File: src/pagerank_params.svh
// PageRank compute unit sizes
// Widths of ids, degrees, addresses and ranks, plus buffer depths
`ifndef PAGERANK_PARAMS_SVH
`define PAGERANK_PARAMS_SVH

// Data path widths
`define PR_VERTEX_W 16
`define PR_DEGREE_W 8
`define PR_ADDR_W 16
`define PR_RANK_W 32

// Buffer depths
`define PR_VERTEX_DEPTH 8
`define PR_CMD_DEPTH 16

// Neighbor buffer depth, doubles as the edge-read credit limit
`define PR_NEIGHBOR_DEPTH 8

`endif

File: src/pagerank_pkg.sv
// PageRank compute unit shared types
// Vertex jobs, read commands with their kind tag, and rank writes
`include "pagerank_params.svh"

package pagerank_pkg;

	// Tag carried by every read command and its returned word
	typedef enum logic {
		EDGE_LIST   = 1'b0,
		VERTEX_RANK = 1'b1
	} req_kind_t;

	typedef struct packed {
		logic [`PR_VERTEX_W-1:0] vertex_id;
		logic [`PR_DEGREE_W-1:0] out_degree;
		logic [`PR_ADDR_W-1:0]   base_addr;
	} vertex_job_t;

	typedef struct packed {
		req_kind_t             kind;
		logic [`PR_ADDR_W-1:0] addr;
	} read_cmd_t;

	typedef struct packed {
		logic [`PR_VERTEX_W-1:0] vertex_id;
		logic [`PR_RANK_W-1:0]   sum;
	} rank_write_t;

endpackage

File: src/pagerank_cu.sv
// PageRank compute unit top level
// Vertex and command buffers, read arbitration and return-data routing
`include "pagerank_params.svh"

module pagerank_cu (
	input  logic                      clock,
	input  logic                      rstn,
	input  logic                      vertex_job_valid,
	input  pagerank_pkg::vertex_job_t vertex_job,
	input  logic                      read_command_bus_grant,
	input  logic                      read_data_valid,
	input  pagerank_pkg::req_kind_t   read_data_kind,
	input  logic [`PR_RANK_W-1:0]     read_data_word,
	output logic                      vertex_job_request,
	output logic                      read_command_bus_request,
	output logic                      read_command_valid,
	output pagerank_pkg::read_cmd_t   read_command,
	output logic                      rank_write_valid,
	output pagerank_pkg::rank_write_t rank_write,
	output logic [`PR_VERTEX_W-1:0]   vertex_count,
	output logic [`PR_ADDR_W-1:0]     edge_count
);

	import pagerank_pkg::*;

	vertex_job_t             job_head;
	logic                    job_empty;
	logic                    job_pop;
	vertex_job_t             current_job;
	logic                    current_valid;
	logic                    vertex_done;
	logic                    edge_cmd_req;
	read_cmd_t               edge_cmd;
	logic                    edge_cmd_grant;
	logic                    rank_cmd_req;
	read_cmd_t               rank_cmd;
	logic                    rank_cmd_grant;
	logic                    neighbor_pop;
	logic                    neighbor_valid;
	logic [`PR_VERTEX_W-1:0] neighbor_id;
	logic                    rank_valid;
	logic [`PR_RANK_W-1:0]   rank;
	logic                    cmd_push;
	read_cmd_t               cmd_in;
	read_cmd_t               cmd_head;
	logic                    cmd_empty;
	logic                    cmd_almost_full;

	//////////////////////////////////////////////////////////////////////
	// Vertex intake
	//////////////////////////////////////////////////////////////////////

	sync_fifo #(
		.T     (vertex_job_t),
		.DEPTH (`PR_VERTEX_DEPTH)
	) i_vertex_fifo (
		.clock       (clock),
		.rstn        (rstn),
		.push        (vertex_job_valid),
		.data_in     (vertex_job),
		.pop         (job_pop),
		.data_out    (job_head),
		.empty       (job_empty),
		.full        (),
		.almost_full ()
	);

	assign vertex_job_request = job_empty;

	vertex_sequencer i_sequencer (
		.clock          (clock),
		.rstn           (rstn),
		.job_empty      (job_empty),
		.job_head       (job_head),
		.neighbor_pop   (neighbor_pop),
		.vertex_done    (vertex_done),
		.edge_cmd_grant (edge_cmd_grant),
		.job_pop        (job_pop),
		.current_job    (current_job),
		.current_valid  (current_valid),
		.edge_cmd_req   (edge_cmd_req),
		.edge_cmd       (edge_cmd)
	);

	rank_read_issuer i_issuer (
		.clock          (clock),
		.rstn           (rstn),
		.neighbor_valid (neighbor_valid),
		.neighbor_id    (neighbor_id),
		.rank_cmd_grant (rank_cmd_grant),
		.rank_cmd_req   (rank_cmd_req),
		.rank_cmd       (rank_cmd),
		.neighbor_pop   (neighbor_pop)
	);

	rank_sum_kernel i_sum_kernel (
		.clock            (clock),
		.rstn             (rstn),
		.current_job      (current_job),
		.current_valid    (current_valid),
		.rank_valid       (rank_valid),
		.rank             (rank),
		.vertex_done      (vertex_done),
		.rank_write_valid (rank_write_valid),
		.rank_write       (rank_write),
		.vertex_count     (vertex_count),
		.edge_count       (edge_count)
	);

	//////////////////////////////////////////////////////////////////////
	// Command path
	//////////////////////////////////////////////////////////////////////

	rr_command_arbiter i_arbiter (
		.clock           (clock),
		.rstn            (rstn),
		.edge_cmd_req    (edge_cmd_req),
		.edge_cmd        (edge_cmd),
		.rank_cmd_req    (rank_cmd_req),
		.rank_cmd        (rank_cmd),
		.cmd_almost_full (cmd_almost_full),
		.edge_cmd_grant  (edge_cmd_grant),
		.rank_cmd_grant  (rank_cmd_grant),
		.cmd_push        (cmd_push),
		.cmd_out         (cmd_in)
	);

	sync_fifo #(
		.T     (read_cmd_t),
		.DEPTH (`PR_CMD_DEPTH)
	) i_cmd_fifo (
		.clock       (clock),
		.rstn        (rstn),
		.push        (cmd_push),
		.data_in     (cmd_in),
		.pop         (read_command_bus_grant),
		.data_out    (cmd_head),
		.empty       (cmd_empty),
		.full        (),
		.almost_full (cmd_almost_full)
	);

	assign read_command_bus_request = !cmd_empty;

	// Grant on an empty buffer yields no command
	always_ff @(posedge clock or negedge rstn) begin
		if (!rstn) begin
			read_command_valid <= 1'b0;
		end else begin
			read_command_valid <= read_command_bus_grant && !cmd_empty;
		end
	end

	always_ff @(posedge clock) begin
		read_command <= cmd_head;
	end

	//////////////////////////////////////////////////////////////////////
	// Return data routing by kind tag
	//////////////////////////////////////////////////////////////////////

	assign neighbor_valid = read_data_valid && (read_data_kind == EDGE_LIST);
	assign neighbor_id    = read_data_word[`PR_VERTEX_W-1:0];
	assign rank_valid     = read_data_valid && (read_data_kind == VERTEX_RANK);
	assign rank           = read_data_word;

endmodule

File: src/rank_read_issuer.sv
// Rank read issuer
// Buffers returned neighbor ids and offers each one as a rank read
`include "pagerank_params.svh"

module rank_read_issuer (
	input  logic                    clock,
	input  logic                    rstn,
	input  logic                    neighbor_valid,
	input  logic [`PR_VERTEX_W-1:0] neighbor_id,
	input  logic                    rank_cmd_grant,
	output logic                    rank_cmd_req,
	output pagerank_pkg::read_cmd_t rank_cmd,
	output logic                    neighbor_pop
);

	import pagerank_pkg::*;

	localparam int ADDR_W = `PR_ADDR_W;

	logic [`PR_VERTEX_W-1:0] head_id;
	logic                    head_empty;

	// Sized by the sequencer credit limit, so it never overflows
	sync_fifo #(
		.T     (logic [`PR_VERTEX_W-1:0]),
		.DEPTH (`PR_NEIGHBOR_DEPTH)
	) i_neighbor_fifo (
		.clock       (clock),
		.rstn        (rstn),
		.push        (neighbor_valid),
		.data_in     (neighbor_id),
		.pop         (neighbor_pop),
		.data_out    (head_id),
		.empty       (head_empty),
		.full        (),
		.almost_full ()
	);

	// Rank of vertex v lives at word address v
	assign rank_cmd_req  = !head_empty;
	assign rank_cmd.kind = VERTEX_RANK;
	assign rank_cmd.addr = ADDR_W'(head_id);

	assign neighbor_pop = rank_cmd_grant && !head_empty;

endmodule

File: src/rank_sum_kernel.sv
// Rank sum kernel
// Adds neighbor ranks per vertex, emits rank writes and keeps the counters
`include "pagerank_params.svh"

module rank_sum_kernel (
	input  logic                      clock,
	input  logic                      rstn,
	input  pagerank_pkg::vertex_job_t current_job,
	input  logic                      current_valid,
	input  logic                      rank_valid,
	input  logic [`PR_RANK_W-1:0]     rank,
	output logic                      vertex_done,
	output logic                      rank_write_valid,
	output pagerank_pkg::rank_write_t rank_write,
	output logic [`PR_VERTEX_W-1:0]   vertex_count,
	output logic [`PR_ADDR_W-1:0]     edge_count
);

	logic [`PR_RANK_W-1:0]   acc;
	logic [`PR_RANK_W-1:0]   acc_next;
	logic [`PR_DEGREE_W-1:0] rank_cnt;
	logic [`PR_DEGREE_W-1:0] cnt_next;
	logic                    complete;

	// Sum wraps at PR_RANK_W
	assign acc_next = rank_valid ? acc + rank : acc;
	assign cnt_next = rank_valid ? rank_cnt + 1'b1 : rank_cnt;

	// Also fires for a zero-degree vertex with no ranks at all
	// vertex_done masks the cycle before the sequencer releases the vertex
	assign complete = current_valid && !vertex_done &&
		(cnt_next == current_job.out_degree);

	assign rank_write_valid = vertex_done;

	always_ff @(posedge clock or negedge rstn) begin
		if (!rstn) begin
			acc          <= '0;
			rank_cnt     <= '0;
			vertex_done  <= 1'b0;
			vertex_count <= '0;
			edge_count   <= '0;
		end else begin
			vertex_done <= complete;
			if (complete) begin
				acc          <= '0;
				rank_cnt     <= '0;
				vertex_count <= vertex_count + 1'b1;
			end else begin
				acc      <= acc_next;
				rank_cnt <= cnt_next;
			end
			if (rank_valid) begin
				edge_count <= edge_count + 1'b1;
			end
		end
	end

	// Result word, valid with vertex_done
	always_ff @(posedge clock) begin
		if (complete) begin
			rank_write.vertex_id <= current_job.vertex_id;
			rank_write.sum       <= acc_next;
		end
	end

endmodule

File: src/rr_command_arbiter.sv
// Two-input round-robin arbiter for read commands
// Admits at most one command per cycle into the command buffer
module rr_command_arbiter (
	input  logic                    clock,
	input  logic                    rstn,
	input  logic                    edge_cmd_req,
	input  pagerank_pkg::read_cmd_t edge_cmd,
	input  logic                    rank_cmd_req,
	input  pagerank_pkg::read_cmd_t rank_cmd,
	input  logic                    cmd_almost_full,
	output logic                    edge_cmd_grant,
	output logic                    rank_cmd_grant,
	output logic                    cmd_push,
	output pagerank_pkg::read_cmd_t cmd_out
);

	// Set when the rank side won the last grant
	logic last_rank;
	logic pick_rank;

	// Tie goes to whichever side lost last time
	always_comb begin
		if (edge_cmd_req && rank_cmd_req) begin
			pick_rank = !last_rank;
		end else begin
			pick_rank = rank_cmd_req;
		end
	end

	assign rank_cmd_grant = !cmd_almost_full && rank_cmd_req && pick_rank;
	assign edge_cmd_grant = !cmd_almost_full && edge_cmd_req && !pick_rank;
	assign cmd_push       = edge_cmd_grant || rank_cmd_grant;
	assign cmd_out        = pick_rank ? rank_cmd : edge_cmd;

	always_ff @(posedge clock or negedge rstn) begin
		if (!rstn) begin
			last_rank <= 1'b0;
		end else if (cmd_push) begin
			last_rank <= rank_cmd_grant;
		end
	end

endmodule

File: src/sync_fifo.sv
// Synchronous FIFO with a type-parameterized payload
// Head entry is always visible on data_out
module sync_fifo #(
	parameter type T     = logic,
	parameter int  DEPTH = 8
) (
	input  logic clock,
	input  logic rstn,
	input  logic push,
	input  T     data_in,
	input  logic pop,
	output T     data_out,
	output logic empty,
	output logic full,
	output logic almost_full
);

	localparam int AW = (DEPTH > 1) ? $clog2(DEPTH) : 1;
	localparam int CW = $clog2(DEPTH + 1);
	localparam logic [AW-1:0] LAST_PTR = AW'(DEPTH - 1);

	T              mem [DEPTH];
	logic [AW-1:0] wr_ptr;
	logic [AW-1:0] rd_ptr;
	logic [CW-1:0] count;
	logic          do_push;
	logic          do_pop;

	// Push on full and pop on empty are dropped
	assign do_push = push && !full;
	assign do_pop  = pop && !empty;

	assign empty       = (count == '0);
	assign full        = (count == CW'(DEPTH));
	assign almost_full = (count >= CW'(DEPTH - 1));
	assign data_out    = mem[rd_ptr];

	always_ff @(posedge clock) begin
		if (do_push) begin
			mem[wr_ptr] <= data_in;
		end
	end

	always_ff @(posedge clock or negedge rstn) begin
		if (!rstn) begin
			wr_ptr <= '0;
			rd_ptr <= '0;
			count  <= '0;
		end else begin
			if (do_push) begin
				wr_ptr <= (wr_ptr == LAST_PTR) ? '0 : wr_ptr + 1'b1;
			end
			if (do_pop) begin
				rd_ptr <= (rd_ptr == LAST_PTR) ? '0 : rd_ptr + 1'b1;
			end
			count <= count + CW'(do_push) - CW'(do_pop);
		end
	end

endmodule

File: src/vertex_sequencer.sv
// Vertex sequencer, one vertex at a time
// Walks the out-edge list and issues edge-list reads under a credit limit
`include "pagerank_params.svh"

module vertex_sequencer (
	input  logic                      clock,
	input  logic                      rstn,
	input  logic                      job_empty,
	input  pagerank_pkg::vertex_job_t job_head,
	input  logic                      neighbor_pop,
	input  logic                      vertex_done,
	input  logic                      edge_cmd_grant,
	output logic                      job_pop,
	output pagerank_pkg::vertex_job_t current_job,
	output logic                      current_valid,
	output logic                      edge_cmd_req,
	output pagerank_pkg::read_cmd_t   edge_cmd
);

	import pagerank_pkg::*;

	localparam int ADDR_W = `PR_ADDR_W;
	localparam int CRW    = $clog2(`PR_NEIGHBOR_DEPTH + 1);

	logic [`PR_DEGREE_W-1:0] edge_idx;
	logic [CRW-1:0]          credits;
	logic                    walk_done;
	logic                    credit_ok;

	// Take the next job as soon as the slot is free
	assign job_pop = !current_valid && !job_empty;

	assign walk_done    = (edge_idx == current_job.out_degree);
	assign credit_ok    = (credits < CRW'(`PR_NEIGHBOR_DEPTH));
	assign edge_cmd_req = current_valid && !walk_done && credit_ok;

	assign edge_cmd.kind = EDGE_LIST;
	assign edge_cmd.addr = current_job.base_addr + ADDR_W'(edge_idx);

	//////////////////////////////////////////////////////////////////////
	// Current vertex and edge walk
	//////////////////////////////////////////////////////////////////////

	always_ff @(posedge clock or negedge rstn) begin
		if (!rstn) begin
			current_valid <= 1'b0;
			edge_idx      <= '0;
		end else if (job_pop) begin
			current_valid <= 1'b1;
			edge_idx      <= '0;
		end else begin
			if (vertex_done) begin
				current_valid <= 1'b0;
			end
			if (edge_cmd_grant) begin
				edge_idx <= edge_idx + 1'b1;
			end
		end
	end

	always_ff @(posedge clock) begin
		if (job_pop) begin
			current_job <= job_head;
		end
	end

	//////////////////////////////////////////////////////////////////////
	// Edge-read credits
	//////////////////////////////////////////////////////////////////////

	// Reads issued whose neighbor has not yet left the neighbor buffer
	always_ff @(posedge clock or negedge rstn) begin
		if (!rstn) begin
			credits <= '0;
		end else begin
			case ({edge_cmd_grant, neighbor_pop})
				2'b10:   credits <= credits + 1'b1;
				2'b01:   credits <= credits - 1'b1;
				default: credits <= credits;
			endcase
		end
	end

endmodule
File: config.mk
export PLATFORM = sky130hd
export DESIGN_NAME = pagerank_cu
export DESIGN_NICKNAME = d
export VERILOG_FILES = /design/src/pagerank_pkg.sv /design/src/pagerank_cu.sv /design/src/rank_read_issuer.sv /design/src/rank_sum_kernel.sv /design/src/rr_command_arbiter.sv /design/src/sync_fifo.sv /design/src/vertex_sequencer.sv
export VERILOG_INCLUDE_DIRS = /design/src
export SDC_FILE = /design/constraint.sdc
export NUM_CORES = 1
export LEC_CHECK = 0
export ABC_AREA = 1
export BUFFER_PORTS_ARGS = -buffer_cell sky130_fd_sc_hd__clkbuf_2
export CORE_MARGIN = 2
export CORE_UTILIZATION = 50
export CTS_CLUSTER_DIAMETER = 60
export DETAILED_ROUTE_END_ITERATION = 8
export GPL_TIMING_DRIVEN = 1
export MAX_ROUTING_LAYER = met4
export PLACE_DENSITY = 0.67
export SLEW_MARGIN = 10
export SYNTH_ARGS = -nofsm -noshare
export SYNTH_HDL_FRONTEND = slang
export SYNTH_SLANG_ARGS = --single-unit
File: constraint.sdc
create_clock -name clock -period 10.06 [get_ports clock]
set_clock_uncertainty 0.1 [all_clocks]
set_input_delay 1.509 -clock clock [delete_from_list [all_inputs] [get_ports clock]]
set_output_delay 1.509 -clock clock [all_outputs]
set_load 0.005 [all_outputs]
Word level (Yosys, flattened, before mapping)

Memories as Yosys holds them, arrays and structs flattened. A register that Yosys moved wholly into a read port is not among the register bits.
Index checks and enable logic that the tools add are counted.

$lt $le $gt $ge: 2
Eq/ne operators: 13
$add $sub $neg: 20
Bitwise logic cells: 1
Reductions and logical operators: 38
Multiplexer cells: 23

Operators with widths:

| operator                                                         | number |
|---|---|
| 32-bit 2-to-1 mux                                                | 2 |
| 16-bit by 1-bit adder with 16-bit output (second input constant) | 2 |
| 32-bit adder                                                     | 1 |
| 8-bit 2-to-1 mux                                                 | 4 |
| 1-bit logical AND                                                | 19 |
| 17-bit 2-to-1 mux                                                | 1 |
| 16-bit by 8-bit adder with 16-bit output                         | 1 |
| 8-bit by 1-bit adder with 8-bit output (second input constant)   | 2 |
| 4-bit equality test (second input constant)                      | 4 |
| 8-bit equality test                                              | 2 |
| 3-bit by 1-bit adder with 3-bit output (second input constant)   | 4 |
| 4-bit by 1-bit adder with 4-bit output (second input constant)   | 3 |
| 3-bit equality test (second input constant)                      | 4 |
| 1-bit zero test                                                  | 12 |
| 3-bit 2-to-1 mux                                                 | 4 |
| 1-bit 2-to-1 mux                                                 | 9 |
| 4-bit by 1-bit adder with 4-bit output                           | 2 |
| 4-bit zero test                                                  | 2 |
| 4-bit 2-to-1 mux                                                 | 2 |
| 4-bit case mux with 2 select lines                               | 1 |
| 4-bit by 1-bit subtractor with 4-bit output                      | 2 |
| 2-bit nonzero test                                               | 3 |
| 5-bit by 1-bit adder with 5-bit output                           | 1 |
| 5-bit equality test (second input constant)                      | 1 |
| other kinds (9)                                                  | 9 |

Register bits after elaboration: 169
Memories kept: 3
RAM bits: 720
Input bits: 78
Output and inout port bits: 101
Word-level logic and storage cells: 121

Memory list:

| name                         | depth | width | read ports | clocked after memory_dff | wr ports | RTL line        | source |
|---|---|---|---|---|---|---|---|
| i_vertex_fifo.mem            | 8     | 40    | 1          | 1                        | 1        | sync_fifo.sv:22 | `T mem [DEPTH];` |
| i_cmd_fifo.mem               | 16    | 17    | 1          | 1                        | 1        | sync_fifo.sv:22 |  |
| i_issuer.i_neighbor_fifo.mem | 8     | 16    | 1          | 0                        | 1        | sync_fifo.sv:22 |  |

Depth between registers and ports, before layout

Depth after elaboration: 12
Gate-level depth with buffers: 18
Mapped depth without buffers: 18

Modules after synthesis

From an unflattened synthesis, not the netlist that was laid out.

Cell total of the unflattened synthesis: 4750
Area total of the unflattened synthesis: 45478.6 um^2

By module, submodules not included:

| module                               | cells an instance | area each (um^2) | instances |
|---|---|---|---|
| sync_fifo (i_vertex_fifo)            | 1462              | 15559.9          | 1 |
| sync_fifo (i_cmd_fifo)               | 1276              | 12687.2          | 1 |
| rank_sum_kernel                      | 1017              | 7541.0           | 1 |
| sync_fifo (i_issuer.i_neighbor_fifo) | 633               | 6279.8           | 1 |
| vertex_sequencer                     | 265               | 2656.3           | 1 |
| pagerank_cu                          | 25                | 394.1            | 1 |
| rr_command_arbiter                   | 67                | 335.3            | 1 |
| rank_read_issuer                     | 5                 | 25.0             | 1 |

Worst setup path before layout

Ideal clock, no wire load.

Path type: input port to flip-flop
Start point: in vertex_job_valid
End point: mem i_vertex_fifo.mem[0][0] (netlist name) (enable)
Stages: 5
Path slack: 5652 ps
Arrival time: 3870 ps
Required time: 9523 ps
Buffers on the path: 1
Cell sequence: and2_1 -> clkbuf_1 -> inv_1 -> or2_2 -> nor2_1

Longest elaborated chain between the ends: 3

Ends and longest elaborated chain:

| item                                   | RTL line         | source |
|---|---|---|
| from (decl)                            | pagerank_cu.sv:8 | `input logic vertex_job_valid,` |
| 1-bit logical AND                      | sync_fifo.sv:30  | `assign do_push = push && !full;` |
| named net i_vertex_fifo.do_push        | sync_fifo.sv:26  | `logic do_push;` |
| 1-bit 2-to-1 mux                       | sync_fifo.sv:39  | `if (do_push) begin` |
| 1-bit 2-to-1 mux (not written as such) | sync_fifo.sv:40  | `mem[wr_ptr] <= data_in;` |
| to (decl)                              | sync_fifo.sv:22  |  |

The timed path passes the listed nets, and every way through them passes these cells.

Final worst setup path

Start point: in read_data_kind
End point: reg i_sum_kernel.rank_write[18] (netlist name)

Longest elaborated chain between the ends: 4

Ends and longest elaborated chain:

| item                | RTL line              | source |
|---|---|---|
| from (decl)         | pagerank_cu.sv:12     | `input pagerank_pkg::req_kind_t read_data_kind,` |
| 1-bit logical AND   | pagerank_cu.sv:164    | `assign rank_valid = read_data_valid && (read_data_kind == VERTEX_RANK);` |
| 8-bit 2-to-1 mux    | rank_sum_kernel.sv:27 | `assign cnt_next = rank_valid ? rank_cnt + 1'b1 : rank_cnt;` |
| 8-bit equality test | rank_sum_kernel.sv:32 | `(cnt_next == current_job.out_degree);` |
| 1-bit logical AND   | rank_sum_kernel.sv:31 | `assign complete = current_valid && !vertex_done &&` |

No other way between the ends.
A chain may end at the register's enable or synchronous reset.

==> reports/qor.csv <==
stage,metric,value,unit
timing,setup_viol,0,
timing,tns,0,ns
pwr,combinationalPowerShare,32.4,%
yosys,synth_ff_type,edfxtp_1,
pwr,p_sw,5.16,mW
timing,rsz0062_at_grt,no,
worst_setup_path,path_class,in2reg,
yosys,ys_ff_latch,946,
worst_setup_path,worstPathRequired,10.24,ns
hold_path,min_path_cells,0,
clocking,post_cts_buffers,0,
placed_design,placed_cells,4712,
worst_setup_path,r2r_end,i_sum_kernel.rank_write[18]$_DFFE_PP_,
floorplan,placement_rows,104,
yosys,synth_xor_area_share,1.74,%
global_routing,grt_overflow,0,
yosys,synth-simple-area-share,14.3,%
floorplan,die_h,288,microns
detailed_routing,drtIter0Drc,1967,
clocking,cts_resized,0,
clocking,cts_buffers,100,
yosys,avgSynthCellArea,11.3,sq um
layout,final_cell_mix,"808 x edfxtp_1, 626 x nand2_1, 545 x nor2_1",
yosys,synth_area_leaders,"edfxtp_1 60%, dfrtp_1 7.5%, nand2_1 5.8%, nor2_1 5.3%, o21ai_0 4.5%",
clocking,clkTransAtPathRegs,0.06,ns
yosys,synthMuxAreaShare,0,%
clocking,clock_sinks,946,
run,drv_cap,0,
timing,period_share,43.7,%
timing,maxSlewHeadroom,23.6,%
detailed_routing,ant_nets,0,
clocking,cts_tree,built,
yosys,yosysWarnings,0,
layout,multi_input_area,0.0111,sq mm
floorplan,fp.dieW,288,microns
layout,num-fill-cells,6626,
worst_setup_path,crit_arrival,4.57,ns
timing,fin_crit,4.39,ns
layout,finish.utilization,57.3,%
layout,drive_gt1_share,12.1,%
yosys,synth_top_area_cell,edfxtp_1,
placed_design,dpl.hpwl,55900,microns
layout,nNetsFinal,3918,
yosys,synth_area,0.0403,sq mm
pwr,power,14.1,mW
timing,fmax,228,MHz
detailed_routing,routed_wl,94300,microns
clocking,cts_hold_buf,0,
global_routing,grt_pass1_wl,145000,microns
detailed_routing,wl_per_cell,19.2,microns
global_routing,gr-usage-all-layers,23.5,%
pwr,p_per_area,308,mW/mm^2
yosys,synth_top_area_share,60.3,%
worst_setup_path,r2r_cells,11,
timing,fin_ws,5.67,ns
pwr,ir_drop,0.176,mV
clocking,clock_latency,0.70,ns
floorplan,pin_count,179,
layout,ff_latch_area,0.0276,sq mm
layout,final_common_cell,edfxtp_1,
timing,hold_viol_final,0,
clocking,clockBufferDepth,3,
hold_path,hold_start,i_sequencer.current_job[24]$_DFFE_PP_,
detailed_routing,via_per_inst,5.43,
yosys,synth_compound_area_share,8.48,%
global_routing,grt_start_max_net_pins,97,
floorplan,start_util,50.2,%
detailed_routing,first_pass_iters,6,
yosys,synth_cell_type_count,43,
global_routing,grt_pass1_vias,25737,
worst_setup_path,startpoint_type,input port,
timing,hold_ws,0.316,ns
yosys,synth_edf_count,808,
outcome,status,finished clean,
worst_setup_path,cp-end-kind,flop,
pwr,p_seq_share,41.0,%
yosys,ys_seq_area_share,68.6,%
hold_path,hold_path_class,reg2reg,
worst_setup_path,critPathMaxFanout,83,
placed_design,placement.io_buffers,178,
placed_design,pre_cts_ws,4.99,ns
hold_path,holdPathEnd,i_sum_kernel.rank_write[32]$_DFFE_PP_,
pwr,intPower,8.98,mW
timing,drv_slew,0,
clocking,clock_tree.htree_level_count,3,
floorplan,fp.coreArea,0.0802,sq mm
yosys,async_flop_share,12.8,%
placed_design,placed_cell_area,0.0424,sq mm
yosys,synth-adder-area-share,2.78,%
pwr,p_leak,17.8,nW
layout,areaGrowthSynthToFinish,14.1,%
layout,stdcell_area,0.0459,sq mm
pwr,swShare,36.5,%
worst_setup_path,rrSetupSlack,6.42,ns
timing,tightest_slew,1.14,ns
clocking,cts_root_buffer,clkbuf_16,
yosys,syn_nets,3735,
floorplan,die-area,0.0828,sq mm
layout,final_cells,4908,
pwr,clkPwrFrac,26.5,%
detailed_routing,drc,0,
global_routing,antenna_found_initial,6,
worst_setup_path,reg2reg_from,i_sum_kernel.rank_cnt[0]$_DFF_PN0_,
yosys,synth_cells,3571,
yosys,synth_top_family_by_area,simple AND/OR/NAND/NOR gates,
placed_design,gp_congestion,0.911,
detailed_routing,vias,26638,
-- per-layer routing --
metal	global-route usage [%]	up-vias	wire length, microns
met5	-	-	0
met4	9.08	0	3130
met3	4.06	193	6060
met2	39.1	812	47200
met1	28.9	12838	37900
li1	-	12795	-
-- synthesized netlist by cell type, types with 6 or more instances --
cell and number:
nand4_1 44, nand2_1 626, inv_1 259, buf_2 6
or2_2 22, dfxtp_1 17, nor2_1 569, xor2_1 44
a21oi_1 70, xnor2_1 36, a31oi_1 41, ha_1 80
nand3_1 131, o22ai_1 89, o21ai_0 361, dfrtp_1 121
nand3b_1 8, o221ai_1 18, edfxtp_1 808, buf_1 10
nor3_1 8, clkbuf_1 135, fa_1 6, a221oi_1 20
-- critical path, cell delays in order --
cell and delay [ns]:
clkbuf_2 0.10, nand2_2 0.35, nor2_4 0.26, nand2_1 0.09, nand3_1 0.10, nand2_1 0.05, nor2_1 0.10, nand2_1 0.06
nor2_2 0.59, nand2_1 0.19, nor2_4 0.22, buf_4 0.83
-- worst max-delay path by stage --
stage	start	slack, ns	endpoint	depth (start not counted)
after floorplan	vertex_job_valid	5.65	i_vertex_fifo.mem[0][0]$_DFFE_PP_	5
after detailed placement	read_data_kind	4.99	i_sum_kernel.rank_write[41]$_DFFE_PP_	12
after global routing	read_data_kind	5.40	i_sum_kernel.rank_write[18]$_DFFE_PP_	12
final	read_data_kind	5.67	i_sum_kernel.rank_write[18]$_DFFE_PP_	12
after global placement	read_data_kind	5.08	i_sum_kernel.rank_write[47]$_DFFE_PP_	12
after CTS	read_data_kind	5.68	i_sum_kernel.rank_write[23]$_DFFE_PP_	12
-- final cells by class --
| type | instances | area share (%) |
|---|---|---|
| Antenna cell | 7 | 0.0381 |
| Clock buffer | 122 | 5.96 |
| Clock inverter | 67 | 1.59 |
| Inverter | 266 | 2.18 |
| Multi-Input combinational cell | 2203 | 24.2 |
| Sequential cell | 946 | 60.2 |
| Tap cell | 1060 | 2.89 |
| Timing Repair Buffer | 237 | 2.92 |
-- state kept, by name (all words and copies together), names as in the netlist, 4 cells and up --
signal	flops
i_sum_kernel.rank_cnt	8
i_sequencer.current_job	40
i_cmd_fifo.mem	272
i_issuer.i_neighbor_fifo.mem	128
i_sum_kernel.rank_write	48
i_sequencer.credits	4
i_cmd_fifo.rd_ptr	4
i_vertex_fifo.count	4
i_sum_kernel.vertex_count	16
i_vertex_fifo.mem	320
i_sum_kernel.acc	32
i_cmd_fifo.wr_ptr	4
i_issuer.i_neighbor_fifo.count	4
read_command	17
i_sum_kernel.edge_count	16
i_sequencer.edge_idx	8
i_cmd_fifo.count	5
-- power by group through the flow --
stage	combinational (mW)	sequential [mW]	clock [mW]
2_1_floorplan	3.19	5.73	0
3_3_place_gp	4.50	5.86	0
3_5_place_dp	4.60	5.88	0
4_1_cts	4.62	5.80	3.81
5_1_grt	5.18	5.87	3.97
6_report	4.59	5.80	3.75
-- kinds of logic (layout without fill, tap and decap cells) --
kind of cell / after synthesis / in the layout
and+or+nand+nor: 1423 / 1423
DFF: 946 / 946
AOI/OAI and AO/OA: 614 / 614
buffers and inverters: 422 / 692
adders and majority gates: 86 / 86
xor gates and xnor gates: 80 / 80
other: 0 / 7
No activity file was read; power rests on OpenSTA's default activity.
